### src/hw/dcache_pkg.sv
/* data cache package
   geometry, size codes, state codes, address decode union and byte-enable helper */
`default_nettype none

package dcache_pkg;

  // ------------------------------
  // geometry
  // ------------------------------
  localparam int XLEN       = 32;                      // cpu word
  localparam int ADR_BITS   = 16;                      // byte address
  localparam int LINE_WORDS = 4;
  localparam int BURST_BITS = $clog2(LINE_WORDS);      // beat counter width
  localparam int SETS       = 16;
  localparam int IDX_BITS   = $clog2(SETS);
  localparam int BYTE_BITS  = 2;                       // byte within word
  localparam int OFF_BITS   = 2;                       // word within line
  localparam int TAG_BITS   = ADR_BITS - IDX_BITS - OFF_BITS - BYTE_BITS;
  localparam int LINE_BITS  = LINE_WORDS * XLEN;
  localparam int WORD_BYTES = XLEN / 8;
  localparam int LINE_BYTES = LINE_BITS / 8;

  // access size, cpu side
  localparam logic [1:0] SIZE_BYTE  = 2'd0;
  localparam logic [1:0] SIZE_HWORD = 2'd1;
  localparam logic [1:0] SIZE_WORD  = 2'd2;

  // controller states
  localparam logic [1:0] ARMED     = 2'd0;            // lookup, hit answer
  localparam logic [1:0] WRITEBACK = 2'd1;            // victim going out
  localparam logic [1:0] FILL      = 2'd2;            // line coming in
  localparam logic [1:0] RECOVER   = 2'd3;            // reread after fill

  // bus engine states
  localparam logic [1:0] IDLE     = 2'd0;
  localparam logic [1:0] WAIT4BIU = 2'd1;             // strobe held
  localparam logic [1:0] BURST    = 2'd2;

  // address seen as one word or as its fields
  typedef union packed {
    logic [ADR_BITS-1:0] raw;
    struct packed {
      logic [TAG_BITS-1:0]  tag;
      logic [IDX_BITS-1:0]  idx;
      logic [OFF_BITS-1:0]  off;
      logic [BYTE_BITS-1:0] bofs;
    } fld;
  } dcache_adr_u;

  // byte lanes touched by an aligned access
  function automatic logic [WORD_BYTES-1:0] size_to_be(input logic [1:0] size,
                                                       input logic [BYTE_BITS-1:0] bofs);
    logic [WORD_BYTES-1:0] be;
    case (size)
      SIZE_BYTE:  be = 4'b0001 << bofs;
      SIZE_HWORD: be = 4'b0011 << bofs;
      default:    be = 4'b1111;                        // word, offset is zero
    endcase
    return be;
  endfunction

endpackage

`default_nettype wire

### src/hw/dcache_tag_store.sv
/* tag store
   per-set tag array with valid and dirty flops, registered hit compare */
`default_nettype none

module dcache_tag_store (
  input  wire                                clk_i,
  input  wire                                rst_ni,
  input  wire  [dcache_pkg::IDX_BITS-1:0]    idx_i,       // set being looked up or written
  input  wire  [dcache_pkg::TAG_BITS-1:0]    tag_i,       // request tag
  input  wire                                we_i,        // fill, write tag and set valid
  input  wire                                dirty_i,     // dirty value loaded on fill
  input  wire                                set_dirty_i, // write hit
  output logic                               hit_o,
  output logic                               dirty_o,     // victim valid and dirty
  output logic [dcache_pkg::TAG_BITS-1:0]    tag_o        // stored tag, for victim address
);

  import dcache_pkg::*;

  logic [TAG_BITS-1:0] tag_mem [SETS];
  logic [SETS-1:0]     valid_q;
  logic [SETS-1:0]     dirty_q;

  // ------------------------------
  // state bits and lookup result
  // ------------------------------
  always_ff @(posedge clk_i or negedge rst_ni) begin
    if (!rst_ni) begin
      valid_q <= '0;
      dirty_q <= '0;
      hit_o   <= 1'b0;
      dirty_o <= 1'b0;
    end else begin
      if (we_i) begin
        valid_q[idx_i] <= 1'b1;
        dirty_q[idx_i] <= dirty_i;    // write miss fills dirty
      end else if (set_dirty_i) begin
        dirty_q[idx_i] <= 1'b1;
      end
      // compare against the entry before this edge's update
      hit_o   <= valid_q[idx_i] & (tag_mem[idx_i] == tag_i);
      dirty_o <= valid_q[idx_i] & dirty_q[idx_i];
    end
  end

  // tag array
  always_ff @(posedge clk_i) begin
    if (we_i) begin
      tag_mem[idx_i] <= tag_i;
    end
    tag_o <= tag_mem[idx_i];          // read first
  end

endmodule

`default_nettype wire

### src/hw/dcache_data_store.sv
/* data store
   line array with byte-enabled line writes, registered word and line reads */
`default_nettype none

module dcache_data_store (
  input  wire                                   clk_i,
  input  wire  [dcache_pkg::IDX_BITS-1:0]       idx_i,
  input  wire  [dcache_pkg::OFF_BITS-1:0]       off_i,   // word select for word_o
  input  wire  [dcache_pkg::LINE_BITS/8-1:0]    be_i,    // one bit per line byte
  input  wire  [dcache_pkg::LINE_BITS-1:0]      d_i,
  output logic [dcache_pkg::XLEN-1:0]           word_o,
  output logic [dcache_pkg::LINE_BITS-1:0]      line_o   // whole line, victim copy
);

  import dcache_pkg::*;

  logic [LINE_BITS-1:0] line_mem [SETS];

  // ------------------------------
  // write, byte granular
  // ------------------------------
  always_ff @(posedge clk_i) begin
    for (int b = 0; b < LINE_BYTES; b++) begin
      if (be_i[b]) begin
        line_mem[idx_i][b*8 +: 8] <= d_i[b*8 +: 8];
      end
    end
  end

  // ------------------------------
  // read, one cycle later
  // ------------------------------
  // returns the line as it was before a write at the same edge
  always_ff @(posedge clk_i) begin
    line_o <= line_mem[idx_i];
    word_o <= line_mem[idx_i][off_i*XLEN +: XLEN];
  end

endmodule

`default_nettype wire

### src/hw/dcache_ctrl.sv
/* cache controller
   answers hits, merges write data, sequences write-back and fill through the bus engine */
`default_nettype none

module dcache_ctrl (
  input  wire                                   clk_i,
  input  wire                                   rst_ni,
  // cpu port
  input  wire                                   req_i,
  input  wire                                   we_i,
  input  wire  [dcache_pkg::ADR_BITS-1:0]       adr_i,
  input  wire  [1:0]                            size_i,
  input  wire  [dcache_pkg::XLEN-1:0]           d_i,          // lane aligned
  output logic [dcache_pkg::XLEN-1:0]           q_o,
  output logic                                  ack_o,
  // tag store
  output logic [dcache_pkg::IDX_BITS-1:0]       idx_o,        // shared by both stores
  output logic [dcache_pkg::TAG_BITS-1:0]       tag_o,
  output logic                                  tag_we_o,
  output logic                                  tag_dirty_o,
  output logic                                  set_dirty_o,
  input  wire                                   hit_i,
  input  wire                                   victim_dirty_i,
  input  wire  [dcache_pkg::TAG_BITS-1:0]       victim_tag_i,
  // data store
  output logic [dcache_pkg::OFF_BITS-1:0]       dat_off_o,
  output logic [dcache_pkg::LINE_BITS/8-1:0]    dat_be_o,
  output logic [dcache_pkg::LINE_BITS-1:0]      dat_d_o,
  input  wire  [dcache_pkg::XLEN-1:0]           word_i,
  // bus engine
  output logic                                  cmd_rd_o,
  output logic                                  cmd_wr_o,
  output logic [dcache_pkg::ADR_BITS-1:0]       cmd_adr_o,
  input  wire                                   done_i,
  input  wire  [dcache_pkg::LINE_BITS-1:0]      fill_line_i
);

  import dcache_pkg::*;

  dcache_adr_u            req_adr;
  dcache_adr_u            fill_adr;      // line start of the request
  dcache_adr_u            vic_adr;       // line start of the victim
  logic [1:0]             state_q;
  logic                   lookup_q;      // stores hold this request's entry
  logic                   miss;
  logic                   fill_we;
  logic [WORD_BYTES-1:0]  word_be;
  logic [LINE_BYTES-1:0]  line_be;
  logic [LINE_BITS-1:0]   wr_line;
  logic [LINE_BITS-1:0]   merged_line;

  // ------------------------------
  // address decode
  // ------------------------------
  always_comb begin
    req_adr.raw      = adr_i;
    fill_adr.raw     = '0;
    fill_adr.fld.tag = req_adr.fld.tag;
    fill_adr.fld.idx = req_adr.fld.idx;
    vic_adr.raw      = '0;
    vic_adr.fld.tag  = victim_tag_i;     // rebuilt from the stored tag
    vic_adr.fld.idx  = req_adr.fld.idx;
  end

  assign word_be = size_to_be(size_i, req_adr.fld.bofs);
  assign line_be = LINE_BYTES'(word_be) << (req_adr.fld.off * WORD_BYTES);
  assign wr_line = {LINE_WORDS{d_i}};    // be picks the word

  // fill line with the write bytes laid over it
  always_comb begin
    for (int b = 0; b < LINE_BYTES; b++) begin
      merged_line[b*8 +: 8] = (we_i && line_be[b]) ? wr_line[b*8 +: 8]
                                                    : fill_line_i[b*8 +: 8];
    end
  end

  // ------------------------------
  // cpu answer and commands
  // ------------------------------
  assign ack_o     = (state_q == ARMED) & lookup_q & hit_i;
  assign miss      = (state_q == ARMED) & lookup_q & ~hit_i;
  assign q_o       = word_i;
  assign cmd_wr_o  = miss & victim_dirty_i;                   // line_o valid now
  assign cmd_rd_o  = (miss & ~victim_dirty_i) | ((state_q == WRITEBACK) & done_i);
  assign cmd_adr_o = cmd_wr_o ? vic_adr.raw : fill_adr.raw;

  // store controls, index always follows the held request
  assign fill_we     = (state_q == FILL) & done_i;
  assign idx_o       = req_adr.fld.idx;
  assign tag_o       = req_adr.fld.tag;
  assign dat_off_o   = req_adr.fld.off;
  assign tag_we_o    = fill_we;
  assign tag_dirty_o = we_i;                                  // write miss lands dirty
  assign set_dirty_o = ack_o & we_i;
  assign dat_be_o    = fill_we ? '1 : ((ack_o & we_i) ? line_be : '0);
  assign dat_d_o     = fill_we ? merged_line : wr_line;

  // ------------------------------
  // state machine
  // ------------------------------
  always_ff @(posedge clk_i or negedge rst_ni) begin
    if (!rst_ni) begin
      state_q  <= ARMED;
      lookup_q <= 1'b0;
    end else begin
      case (state_q)
        ARMED: begin
          lookup_q <= req_i & ~ack_o & ~miss;                 // next request after ack
          if (miss) state_q <= victim_dirty_i ? WRITEBACK : FILL;
        end
        WRITEBACK: begin
          lookup_q <= 1'b0;
          if (done_i) state_q <= FILL;                        // cmd_rd goes out now
        end
        FILL: begin
          lookup_q <= 1'b0;
          if (done_i) state_q <= RECOVER;
        end
        default: begin                                        // RECOVER
          lookup_q <= req_i;                                  // reread, then hit path acks
          state_q  <= ARMED;
        end
      endcase
    end
  end

endmodule

`default_nettype wire

### src/hw/dcache_biu_fsm.sv
/* bus burst engine
   strobe handshake then LINE_WORDS beats, one line buffer for write-back and fill */
`default_nettype none

module dcache_biu_fsm (
  input  wire                                clk_i,
  input  wire                                rst_ni,
  // controller side
  input  wire                                cmd_rd_i,
  input  wire                                cmd_wr_i,
  input  wire  [dcache_pkg::ADR_BITS-1:0]    cmd_adr_i,     // line aligned
  input  wire  [dcache_pkg::LINE_BITS-1:0]   line_i,        // victim from data store
  output logic                               done_o,
  output logic [dcache_pkg::LINE_BITS-1:0]   fill_line_o,
  // bus side
  output logic                               biu_stb_o,
  output logic                               biu_we_o,
  output logic [dcache_pkg::ADR_BITS-1:0]    biu_adr_o,
  output logic [dcache_pkg::XLEN-1:0]        biu_d_o,
  input  wire                                biu_stb_ack_i,
  input  wire                                biu_d_ack_i,   // memory took biu_d_o
  input  wire  [dcache_pkg::XLEN-1:0]        biu_q_i,
  input  wire                                biu_ack_i      // beat done
);

  import dcache_pkg::*;

  logic [1:0]            state_q;
  logic [BURST_BITS-1:0] beat_q;
  logic [LINE_BITS-1:0]  line_q;       // shifts right, word 0 at the bottom
  logic                  start;
  logic                  last_beat;

  assign start     = (state_q == IDLE) & (cmd_rd_i | cmd_wr_i);
  assign last_beat = (state_q == BURST) & biu_ack_i
                   & (beat_q == BURST_BITS'(LINE_WORDS - 1));

  // ------------------------------
  // control
  // ------------------------------
  always_ff @(posedge clk_i or negedge rst_ni) begin
    if (!rst_ni) begin
      state_q <= IDLE;
      beat_q  <= '0;
      done_o  <= 1'b0;
    end else begin
      done_o <= last_beat;              // one cycle after last ack
      case (state_q)
        IDLE: if (start) state_q <= WAIT4BIU;
        WAIT4BIU: begin
          if (biu_stb_ack_i) begin
            state_q <= BURST;
            beat_q  <= '0;
          end
        end
        default: begin                  // BURST
          if (biu_ack_i) beat_q <= beat_q + 1'b1;
          if (last_beat) state_q <= IDLE;
        end
      endcase
    end
  end

  // ------------------------------
  // request and line buffer
  // ------------------------------
  always_ff @(posedge clk_i) begin
    if (start) begin
      biu_adr_o <= cmd_adr_i;
      biu_we_o  <= cmd_wr_i;
      if (cmd_wr_i) line_q <= line_i;   // copy victim in the command cycle
    end else if (state_q == BURST) begin
      if (biu_we_o && biu_d_ack_i) begin
        line_q <= {{XLEN{1'b0}}, line_q[LINE_BITS-1:XLEN]};   // next word out
      end else if (!biu_we_o && biu_ack_i) begin
        line_q <= {biu_q_i, line_q[LINE_BITS-1:XLEN]};        // beat in at the top
      end
    end
  end

  assign biu_stb_o   = (state_q == WAIT4BIU);
  assign biu_d_o     = line_q[XLEN-1:0];
  assign fill_line_o = line_q;          // complete when done_o is high

endmodule

`default_nettype wire

### src/hw/dcache.sv
/* write-back direct-mapped data cache, top level
   controller, tag and data stores and bus burst engine */
`default_nettype none

module dcache (
  input  wire                                clk_i,
  input  wire                                rst_ni,
  // cpu side
  input  wire                                req_i,
  input  wire                                we_i,
  input  wire  [dcache_pkg::ADR_BITS-1:0]    adr_i,
  input  wire  [1:0]                         size_i,
  input  wire  [dcache_pkg::XLEN-1:0]        d_i,
  output logic [dcache_pkg::XLEN-1:0]        q_o,
  output logic                               ack_o,
  // bus side
  output logic                               biu_stb_o,
  output logic                               biu_we_o,
  output logic [dcache_pkg::ADR_BITS-1:0]    biu_adr_o,
  output logic [dcache_pkg::XLEN-1:0]        biu_d_o,
  input  wire                                biu_stb_ack_i,
  input  wire                                biu_d_ack_i,
  input  wire  [dcache_pkg::XLEN-1:0]        biu_q_i,
  input  wire                                biu_ack_i
);

  import dcache_pkg::*;

  // ------------------------------
  // store links
  // ------------------------------
  logic [IDX_BITS-1:0]   idx;
  logic [TAG_BITS-1:0]   req_tag;
  logic                  tag_we;
  logic                  tag_dirty;
  logic                  set_dirty;
  logic                  hit;
  logic                  victim_dirty;
  logic [TAG_BITS-1:0]   victim_tag;
  logic [OFF_BITS-1:0]   dat_off;
  logic [LINE_BYTES-1:0] dat_be;
  logic [LINE_BITS-1:0]  dat_d;
  logic [XLEN-1:0]       dat_word;
  logic [LINE_BITS-1:0]  dat_line;

  // engine links
  logic                  cmd_rd;
  logic                  cmd_wr;
  logic [ADR_BITS-1:0]   cmd_adr;
  logic                  done;
  logic [LINE_BITS-1:0]  fill_line;

  dcache_ctrl i_ctrl (
    .clk_i, .rst_ni, .req_i, .we_i, .adr_i, .size_i, .d_i, .q_o, .ack_o,
    .idx_o          (idx),
    .tag_o          (req_tag),
    .tag_we_o       (tag_we),
    .tag_dirty_o    (tag_dirty),
    .set_dirty_o    (set_dirty),
    .hit_i          (hit),
    .victim_dirty_i (victim_dirty),
    .victim_tag_i   (victim_tag),
    .dat_off_o      (dat_off),
    .dat_be_o       (dat_be),
    .dat_d_o        (dat_d),
    .word_i         (dat_word),
    .cmd_rd_o       (cmd_rd),
    .cmd_wr_o       (cmd_wr),
    .cmd_adr_o      (cmd_adr),
    .done_i         (done),
    .fill_line_i    (fill_line)
  );

  dcache_tag_store i_tag (
    .clk_i, .rst_ni,
    .idx_i (idx), .tag_i (req_tag), .we_i (tag_we), .dirty_i (tag_dirty),
    .set_dirty_i (set_dirty), .hit_o (hit), .dirty_o (victim_dirty), .tag_o (victim_tag)
  );

  dcache_data_store i_data (
    .clk_i,
    .idx_i (idx), .off_i (dat_off), .be_i (dat_be), .d_i (dat_d),
    .word_o (dat_word), .line_o (dat_line)
  );

  dcache_biu_fsm i_biu (
    .clk_i, .rst_ni,
    .cmd_rd_i (cmd_rd), .cmd_wr_i (cmd_wr), .cmd_adr_i (cmd_adr), .line_i (dat_line),
    .done_o (done), .fill_line_o (fill_line),
    .biu_stb_o, .biu_we_o, .biu_adr_o, .biu_d_o,
    .biu_stb_ack_i, .biu_d_ack_i, .biu_q_i, .biu_ack_i
  );

endmodule

`default_nettype wire

### config.mk
export PLATFORM = sky130hd
export DESIGN_NAME = dcache
export DESIGN_NICKNAME = d
export VERILOG_FILES = /design/src/hw/dcache_pkg.sv /design/src/hw/dcache_tag_store.sv /design/src/hw/dcache_data_store.sv /design/src/hw/dcache_ctrl.sv /design/src/hw/dcache_biu_fsm.sv /design/src/hw/dcache.sv
export SDC_FILE = /design/constraint.sdc
export NUM_CORES = 2
export LEC_CHECK = 0
export ABC_CLOCK_PERIOD_IN_PS = 16600
export BUFFER_PORTS_ARGS = -buffer_cell sky130_fd_sc_hd__buf_2
export CAP_MARGIN = 20
export CORE_MARGIN = 2
export CORE_UTILIZATION = 62
export DETAILED_ROUTE_END_ITERATION = 10
export PLACE_DENSITY = 0.78
export RECOVER_POWER = 100
export SYNTH_ARGS = -nofsm -noshare
export SYNTH_HDL_FRONTEND = slang
export SYNTH_HIERARCHICAL = 1
export SYNTH_SLANG_ARGS = --single-unit
### constraint.sdc
create_clock -name clk_i -period 16.6 [get_ports clk_i]
set_clock_uncertainty 0.1 [all_clocks]
set_input_delay 0.83 -clock clk_i [delete_from_list [all_inputs] [get_ports clk_i]]
set_output_delay 0.83 -clock clk_i [all_outputs]
set_load 0.02 [all_outputs]
[Word-level counts from Yosys, hierarchy flattened]
Memory sizes are Yosys's and may differ from the RTL's.
Cells that the tools add are included.
Storage, ports and cells
  memories kept: 2
  bits of input ports: 89
  register bits after elaboration: 355
  output and inout bits: 83
  memory bits (writable): 2176
Memory list
  i_data.line_mem: depth 16, bits a word 128, rd ports 1, clocked after Yosys merged registers in 0, write ports 1, line dcache_data_store.sv:17  | logic [LINE_BITS-1:0] line_mem [SETS];
  i_tag.tag_mem: depth 16, bits a word 8, rd ports 1, clocked after Yosys merged registers in 0, write ports 1, line dcache_tag_store.sv:20  | logic [TAG_BITS-1:0] tag_mem [SETS];
Cells by class
  order comparisons: 2
  shifts and indexed selects: 4
  mux-type cells: 82
  reductions and logical operators: 33
  bitwise logic cells: 24
  equal/unequal tests: 13
  add/sub/neg operators: 1
Operators with widths (number)
  128-bit 2-to-1 mux: 6
  8-bit 2-to-1 mux: 16
  128-bit by 8-bit variable part select with 32-bit output: 1
  16-bit 2-to-1 mux: 5
  1-bit 2-to-1 mux: 37
  16-bit bitwise OR: 2
  1-bit logical AND: 19
  2-bit 2-to-1 mux: 9
  16-bit bitwise mux: 1
  4-bit by 4-bit left shift with 16-bit output: 1
  1-bit bitwise AND: 15
  2-bit by 1-bit inequality test with 1-bit output (second input constant): 6
  3-bit AND reduction: 4
  1-bit binary-select mux with 4-bit select: 2
  8-bit equality test: 1
  2-bit case mux with 2 select lines: 2
  4-bit case mux with 2 select lines: 1
  2-bit by 1-bit equality test with 1-bit output (second input constant): 3
  2-bit equality test (second input constant): 3
  2-bit zero test: 3
  2-bit case mux with 3 select lines: 1
  2-bit nonzero test: 3
  3-bit nonzero test: 2
  4-bit by 5-bit less-than comparator with 1-bit output (second input constant): 1
  10 further kinds: 15

[Longest topological paths before layout]
  depth in word-level cells: 9
  gate-level depth with buffers: 10
  gate-level depth less buffers: 8

[Modules after synthesis]
Netlist, hierarchy kept.
Modules (own cells, without submodules)
  dcache_data_store: times used 1, area each 82003.6 µm², seq. area each 64702.1 µm², cells each 3706
  dcache_biu_fsm: times used 1, area each 6914.1 µm², seq. area each 4479.3 µm², cells each 415
  dcache_tag_store: times used 1, area each 6797.8 µm², seq. area each 4854.7 µm², cells each 386
  dcache_ctrl: times used 1, area each 3151.8 µm², seq. area each 75.1 µm², cells each 383

[Least setup slack after synthesis]
OpenSTA, ideal clock, no wires.
  path type: input port to flip-flop
  start: in biu_d_ack_i
  end: reg i_biu.line_q[0], in the netlist i_biu/fill_line_o[0] (enable)
  stages: 2
  slack: 4.452 ns
  arrival: 11.203 ns
  library setup time: 0.845 ns
  cells stage by stage: nand2_1 a311oi_1
On the way
  word-level cells in the longest chain between the ends: 3
RTL lines
  start, declared: line dcache.sv:22  | input wire biu_d_ack_i,
  1-bit logical AND: line dcache_biu_fsm.sv:73  | if (biu_we_o && biu_d_ack_i) begin
  3-bit nonzero test (no line)
  3-bit AND reduction (no line)
  end signal, assigned: line dcache_biu_fsm.sv:71  | if (cmd_wr_i) line_q <= line_i;
  end signal, assigned: line dcache_biu_fsm.sv:74  | line_q <= {{XLEN{1'b0}}, line_q[LINE_BITS-1:XLEN]};
  end signal, assigned: line dcache_biu_fsm.sv:76  | line_q <= {biu_q_i, line_q[LINE_BITS-1:XLEN]};
  end, declared: line dcache_biu_fsm.sv:30  | logic [LINE_BITS-1:0] line_q;
No other way between the ends.
A chain may end at the register's enable or synchronous reset.

[Final worst setup path]
  start: reg i_ctrl.state_q[1]
  end: reg i_biu.line_q[46], in the netlist i_biu/fill_line_o[46], data pin
RTL lines
  start, declared: line dcache_ctrl.sv:43  | logic [1:0] state_q;
  start signal, assigned: line dcache_ctrl.sv:109  | if (miss) state_q <= victim_dirty_i ? WRITEBACK : FILL;
  2-bit zero test: line dcache_ctrl.sv:81  | assign miss = (state_q == ARMED) & lookup_q & ~hit_i;
  1-bit bitwise AND (2 in series): line dcache_ctrl.sv:81
  1-bit bitwise AND: line dcache_ctrl.sv:83  | assign cmd_wr_o = miss & victim_dirty_i;
  via cmd_wr: line dcache.sv:48  | logic cmd_wr;
  1-bit bitwise OR: line dcache_biu_fsm.sv:34  | assign start = (state_q == IDLE) & (cmd_rd_i | cmd_wr_i);
  1-bit bitwise AND: line dcache_biu_fsm.sv:34
  128-bit 2-to-1 mux: line dcache_biu_fsm.sv:68  | if (start) begin
The timed path passes the listed nets, and every way through them passes these cells.

==> impl_results.md <==
* Outcome: finished, violations left
* Failing checks: capacitance limit, slew limit
* Die Ht at around 400 um
* Critical Path RT at 17110 ps
* CP Data Arrival Time at ~11000 ps
* Final-stage net count at 5130
* Netlist cell types at 60
* Share of flip-flops with an asynchronous set or reset at 1.66%
* I/O Pins at between 150 and 200
* Post-synth top flop: edfxtp_1
* Slew headroom at -439%
* Worst Path Max Fanout at 43
* Clk buf depth at 3
* Area Overhead vs Synth at 9.47%
* Final hold vios at 0
* Post-route worst setup slack at ~6400 ps
* Reg clk slew, reported paths at 60 ps
* PostCTS Resize Cnt at 0
* Post-Route Setup TNS at 0 ps
* PortBufs at 171
* CTS root buffer: clkbuf_16
* DRT Pass-1 Iters at 5
* Cell count after synthesis at 4890
* Vias at around 50000
* Period minus WS final at 10150 ps
* Synth top area cells: edfxtp_1 (70%), mux4_2 (13%), dfxtp_1 (3.4%)
* Grt total ovfl at 0
* Post-DRT Antenna Nets at 0
* Measured slew at the worst slew-check pin at 8090 ps
* VDD IR max at 0.123 mV
* Number of setup violations in the final report at 0
* RD Place Congestion at 0.814
* Dominant cell type by area after synthesis: edfxtp_1
* Drt total wl at 235000 um
* Flop pwr share at between 50 and 60%
* Power Density at 120 nW/um^2
* Final Max Tran Viols at ~860
* Chip Width at just over 400 um
* Pint at 10200 uW
* Hold Path Class: in2reg
* Yosys top cell area share at 70.5%
* Sequential share of the synthesized area at 75.0%
* Switching Fraction at between 20% and 30%
* Dpl hpwl at 146000 um
* Die area at ~160000 sq um
* CTS tree: built
* DP Worst Slack at 11480 ps
* Initial antenna violation count at 29
* Sw power at 2750 uW
* Clock Sinks at around 2500
* Synth Cell Area at between 90000 and 100000 sq um
* Final worst-path cycle share at 61.1%
* FP Rows at around 150
* Final Cell Area at 108000 sq um
* Pin count of the biggest net entering global routing at 133
* Crit path kind: reg2reg
* GRT Overall Usage at 29.1%
* Startpoint Class: register
* Clock share of power at ~41%
* DRC violations left at 0
* Avg WL per Cell at 32.0 um
* Combinational power share at 4.9%
* Maximum clock rate at 98.5 MHz
* Dpl cell area at 101000 sq um
* CTS H-tree lvls at 4
* Register bit count reported by yosys at 2531
* Num CTS Buffers at 232
* RSZ-0062 raised after global routing: false
* Post-synth EDFFs at 2321
* Mean Syn Cell Area at about 20 sq um
* Vias in the first global route at 49500
* DRT iter0 DRCs at between 6000 and 7000
* First-pass GRT wire length at 340000 um
* Initial core utilization at between 60% and 70%
* Leak pwr at approximately 0.035 uW
* Vias per cell at approximately 6.8
* Yosys warnings at 6
* Share of cells above drive strength 1 at 20.9%
* Crit. End Element: register
* Worst-skew pair later-pin latency at 880 ps
* Max-Cap Viols at 30
* Core area at 158000 sq um
repair_timing:
action                                 in CTS  in global routing
hold buffers                                1                  0
buffers inserted                            0                  0
endpoints found under the hold margin      41                  0
worst max-delay path, stage by stage (launching register included):
cell and delay [ps]:
dfrtp_1 400, inv_1 110, ha_1 250, nand3_1 430, inv_1 140, o21ai_0 2960, clkbuf_1 2200, clkbuf_1 2050
buf_4 730, mux2_1 410
power groups by stage:
stage / registers, uW / logic [uW] / clock network [uW]
2_1_floorplan: 7150 / 417 / 0
3_3_place_gp: 7160 / 601 / 0
3_5_place_dp: 7160 / 620 / 0
4_1_cts: 7030 / 625 / 5330
5_1_grt: 7030 / 664 / 5550
6_report: 7030 / 627 / 5280
state kept, by name, indices dropped and copies added (netlist names), 2 cells and up:
register,cells
i_ctrl/state_q,2
i_data/word_o,32
i_tag/tag_o,8
i_biu/state_q,2
i_data/line_mem,2048
i_tag/tag_mem,128
i_biu/fill_line_o,128
i_biu/biu_adr_o,16
i_tag/dirty_q,16
i_data/line_o,128
i_biu/beat_q,2
i_tag/valid_q,16
synthesized netlist by cell type, types with 8 or more instances:
cell and n:
a22oi_1 329, a21oi_1 34, buf_4 123, buf_8 8, nor2_1 50, o211ai_1 34
nand2_1 257, o311ai_0 32, nor2b_1 15, mux2_2 135, buf_2 49, mux2_4 66
nand2b_1 11, edfxtp_1 2321, dfxtp_1 168, nor3_1 9, and2_1 263, xnor2_1 10
clkbuf_1 155, dfrtp_1 42, o21ai_0 23, mux4_2 549, buf_6 12, buf_1 22
inv_1 42, or2_2 17, mux2i_1 44
final cells by class:
class                      instances  area [sq um]
inverter                          42           158
clock inverter                   119          1140
antenna                           30          75.1
tap                             2072          2590
timing repair buffer             278          1390
sequential                      2531         74100
clock buffer                     326          6460
fill                            9422         50100
multi-input combinational       1951         22300
kinds of logic after synthesis:
| kind of cell | share of synthesized area, % |
|---|---|
| xor+xnor | 0.0974 |
| fa+ha+maj | 0.0633 |
| flops | 75.0 |
| compound gates | 3.66 |
| mux | 15.6 |
| other cells | 0.00379 |
| buf+inv | 2.27 |
| simple gates | 3.36 |
cell usage in the layout (no fill, tap or decap), drive strengths merged, types with 5 or more instances in the layout:
cell         n
a31oi        5
dfrtp       42
a22oi      329
dfxtp      168
inv         52
xnor2       10
and2       263
nor2        50
o21ai       24
nand2b      11
or2         18
mux4       552
o311ai      32
clkbuf     476
clkinv      81
nor2b       15
ha           5
clkinvlp    12
o211ai      38
mux2       201
nor3         9
nand2      257
a21oi       39
edfxtp    2321
diode       30
buf        127
nand3        5
bufinv      16
mux2i       45
through the flow:
step / hold WS, ps / std cells / total power (uW) / utilization (%)
CTS: 30.4 / 7289 / 13000 / 68.6
detailed placement: 351 / 6843 / 7780 / 63.8
global placement: 342 / 6839 / 7760 / 63.8
floorplan: 330 / 4893 / 7570 / -
global route: 61.3 / 7323 / 13200 / 68.3
finish: 82.0 / 7349 / 12900 / 68.3
worst paths after layout:
check,to,cells after the start,from,slack (ps)
max,i_biu/fill_line_o[46]$_DFFE_PP_,9,i_ctrl/state_q[1]$_DFFE_PN0P_,6450
min,i_ctrl/lookup_q$_DFF_PN0_,2,req_i,80
max reg2reg,i_biu/fill_line_o[46]$_DFFE_PP_,9,i_ctrl/state_q[1]$_DFFE_PN0P_,6450
min reg2reg,i_tag/valid_q[7]$_DFFE_PN0P_,1,i_tag/valid_q[7]$_DFFE_PN0P_,360
max in group asynchronous,i_biu/state_q[0]$_DFFE_PN0P_,2,rst_ni,14010
min in group asynchronous,i_tag/valid_q[14]$_DFFE_PN0P_,2,rst_ni,1080
metal layers:
metal	wire length, um	part of all wire (%)	track usage, %
met1	88700	38	41.7
met2	112000	48	44.8
met3	27200	12	6.75
met4	6840	2.9	9.94
met5	77	0.033	0
(Power assumes the default switching activity.)
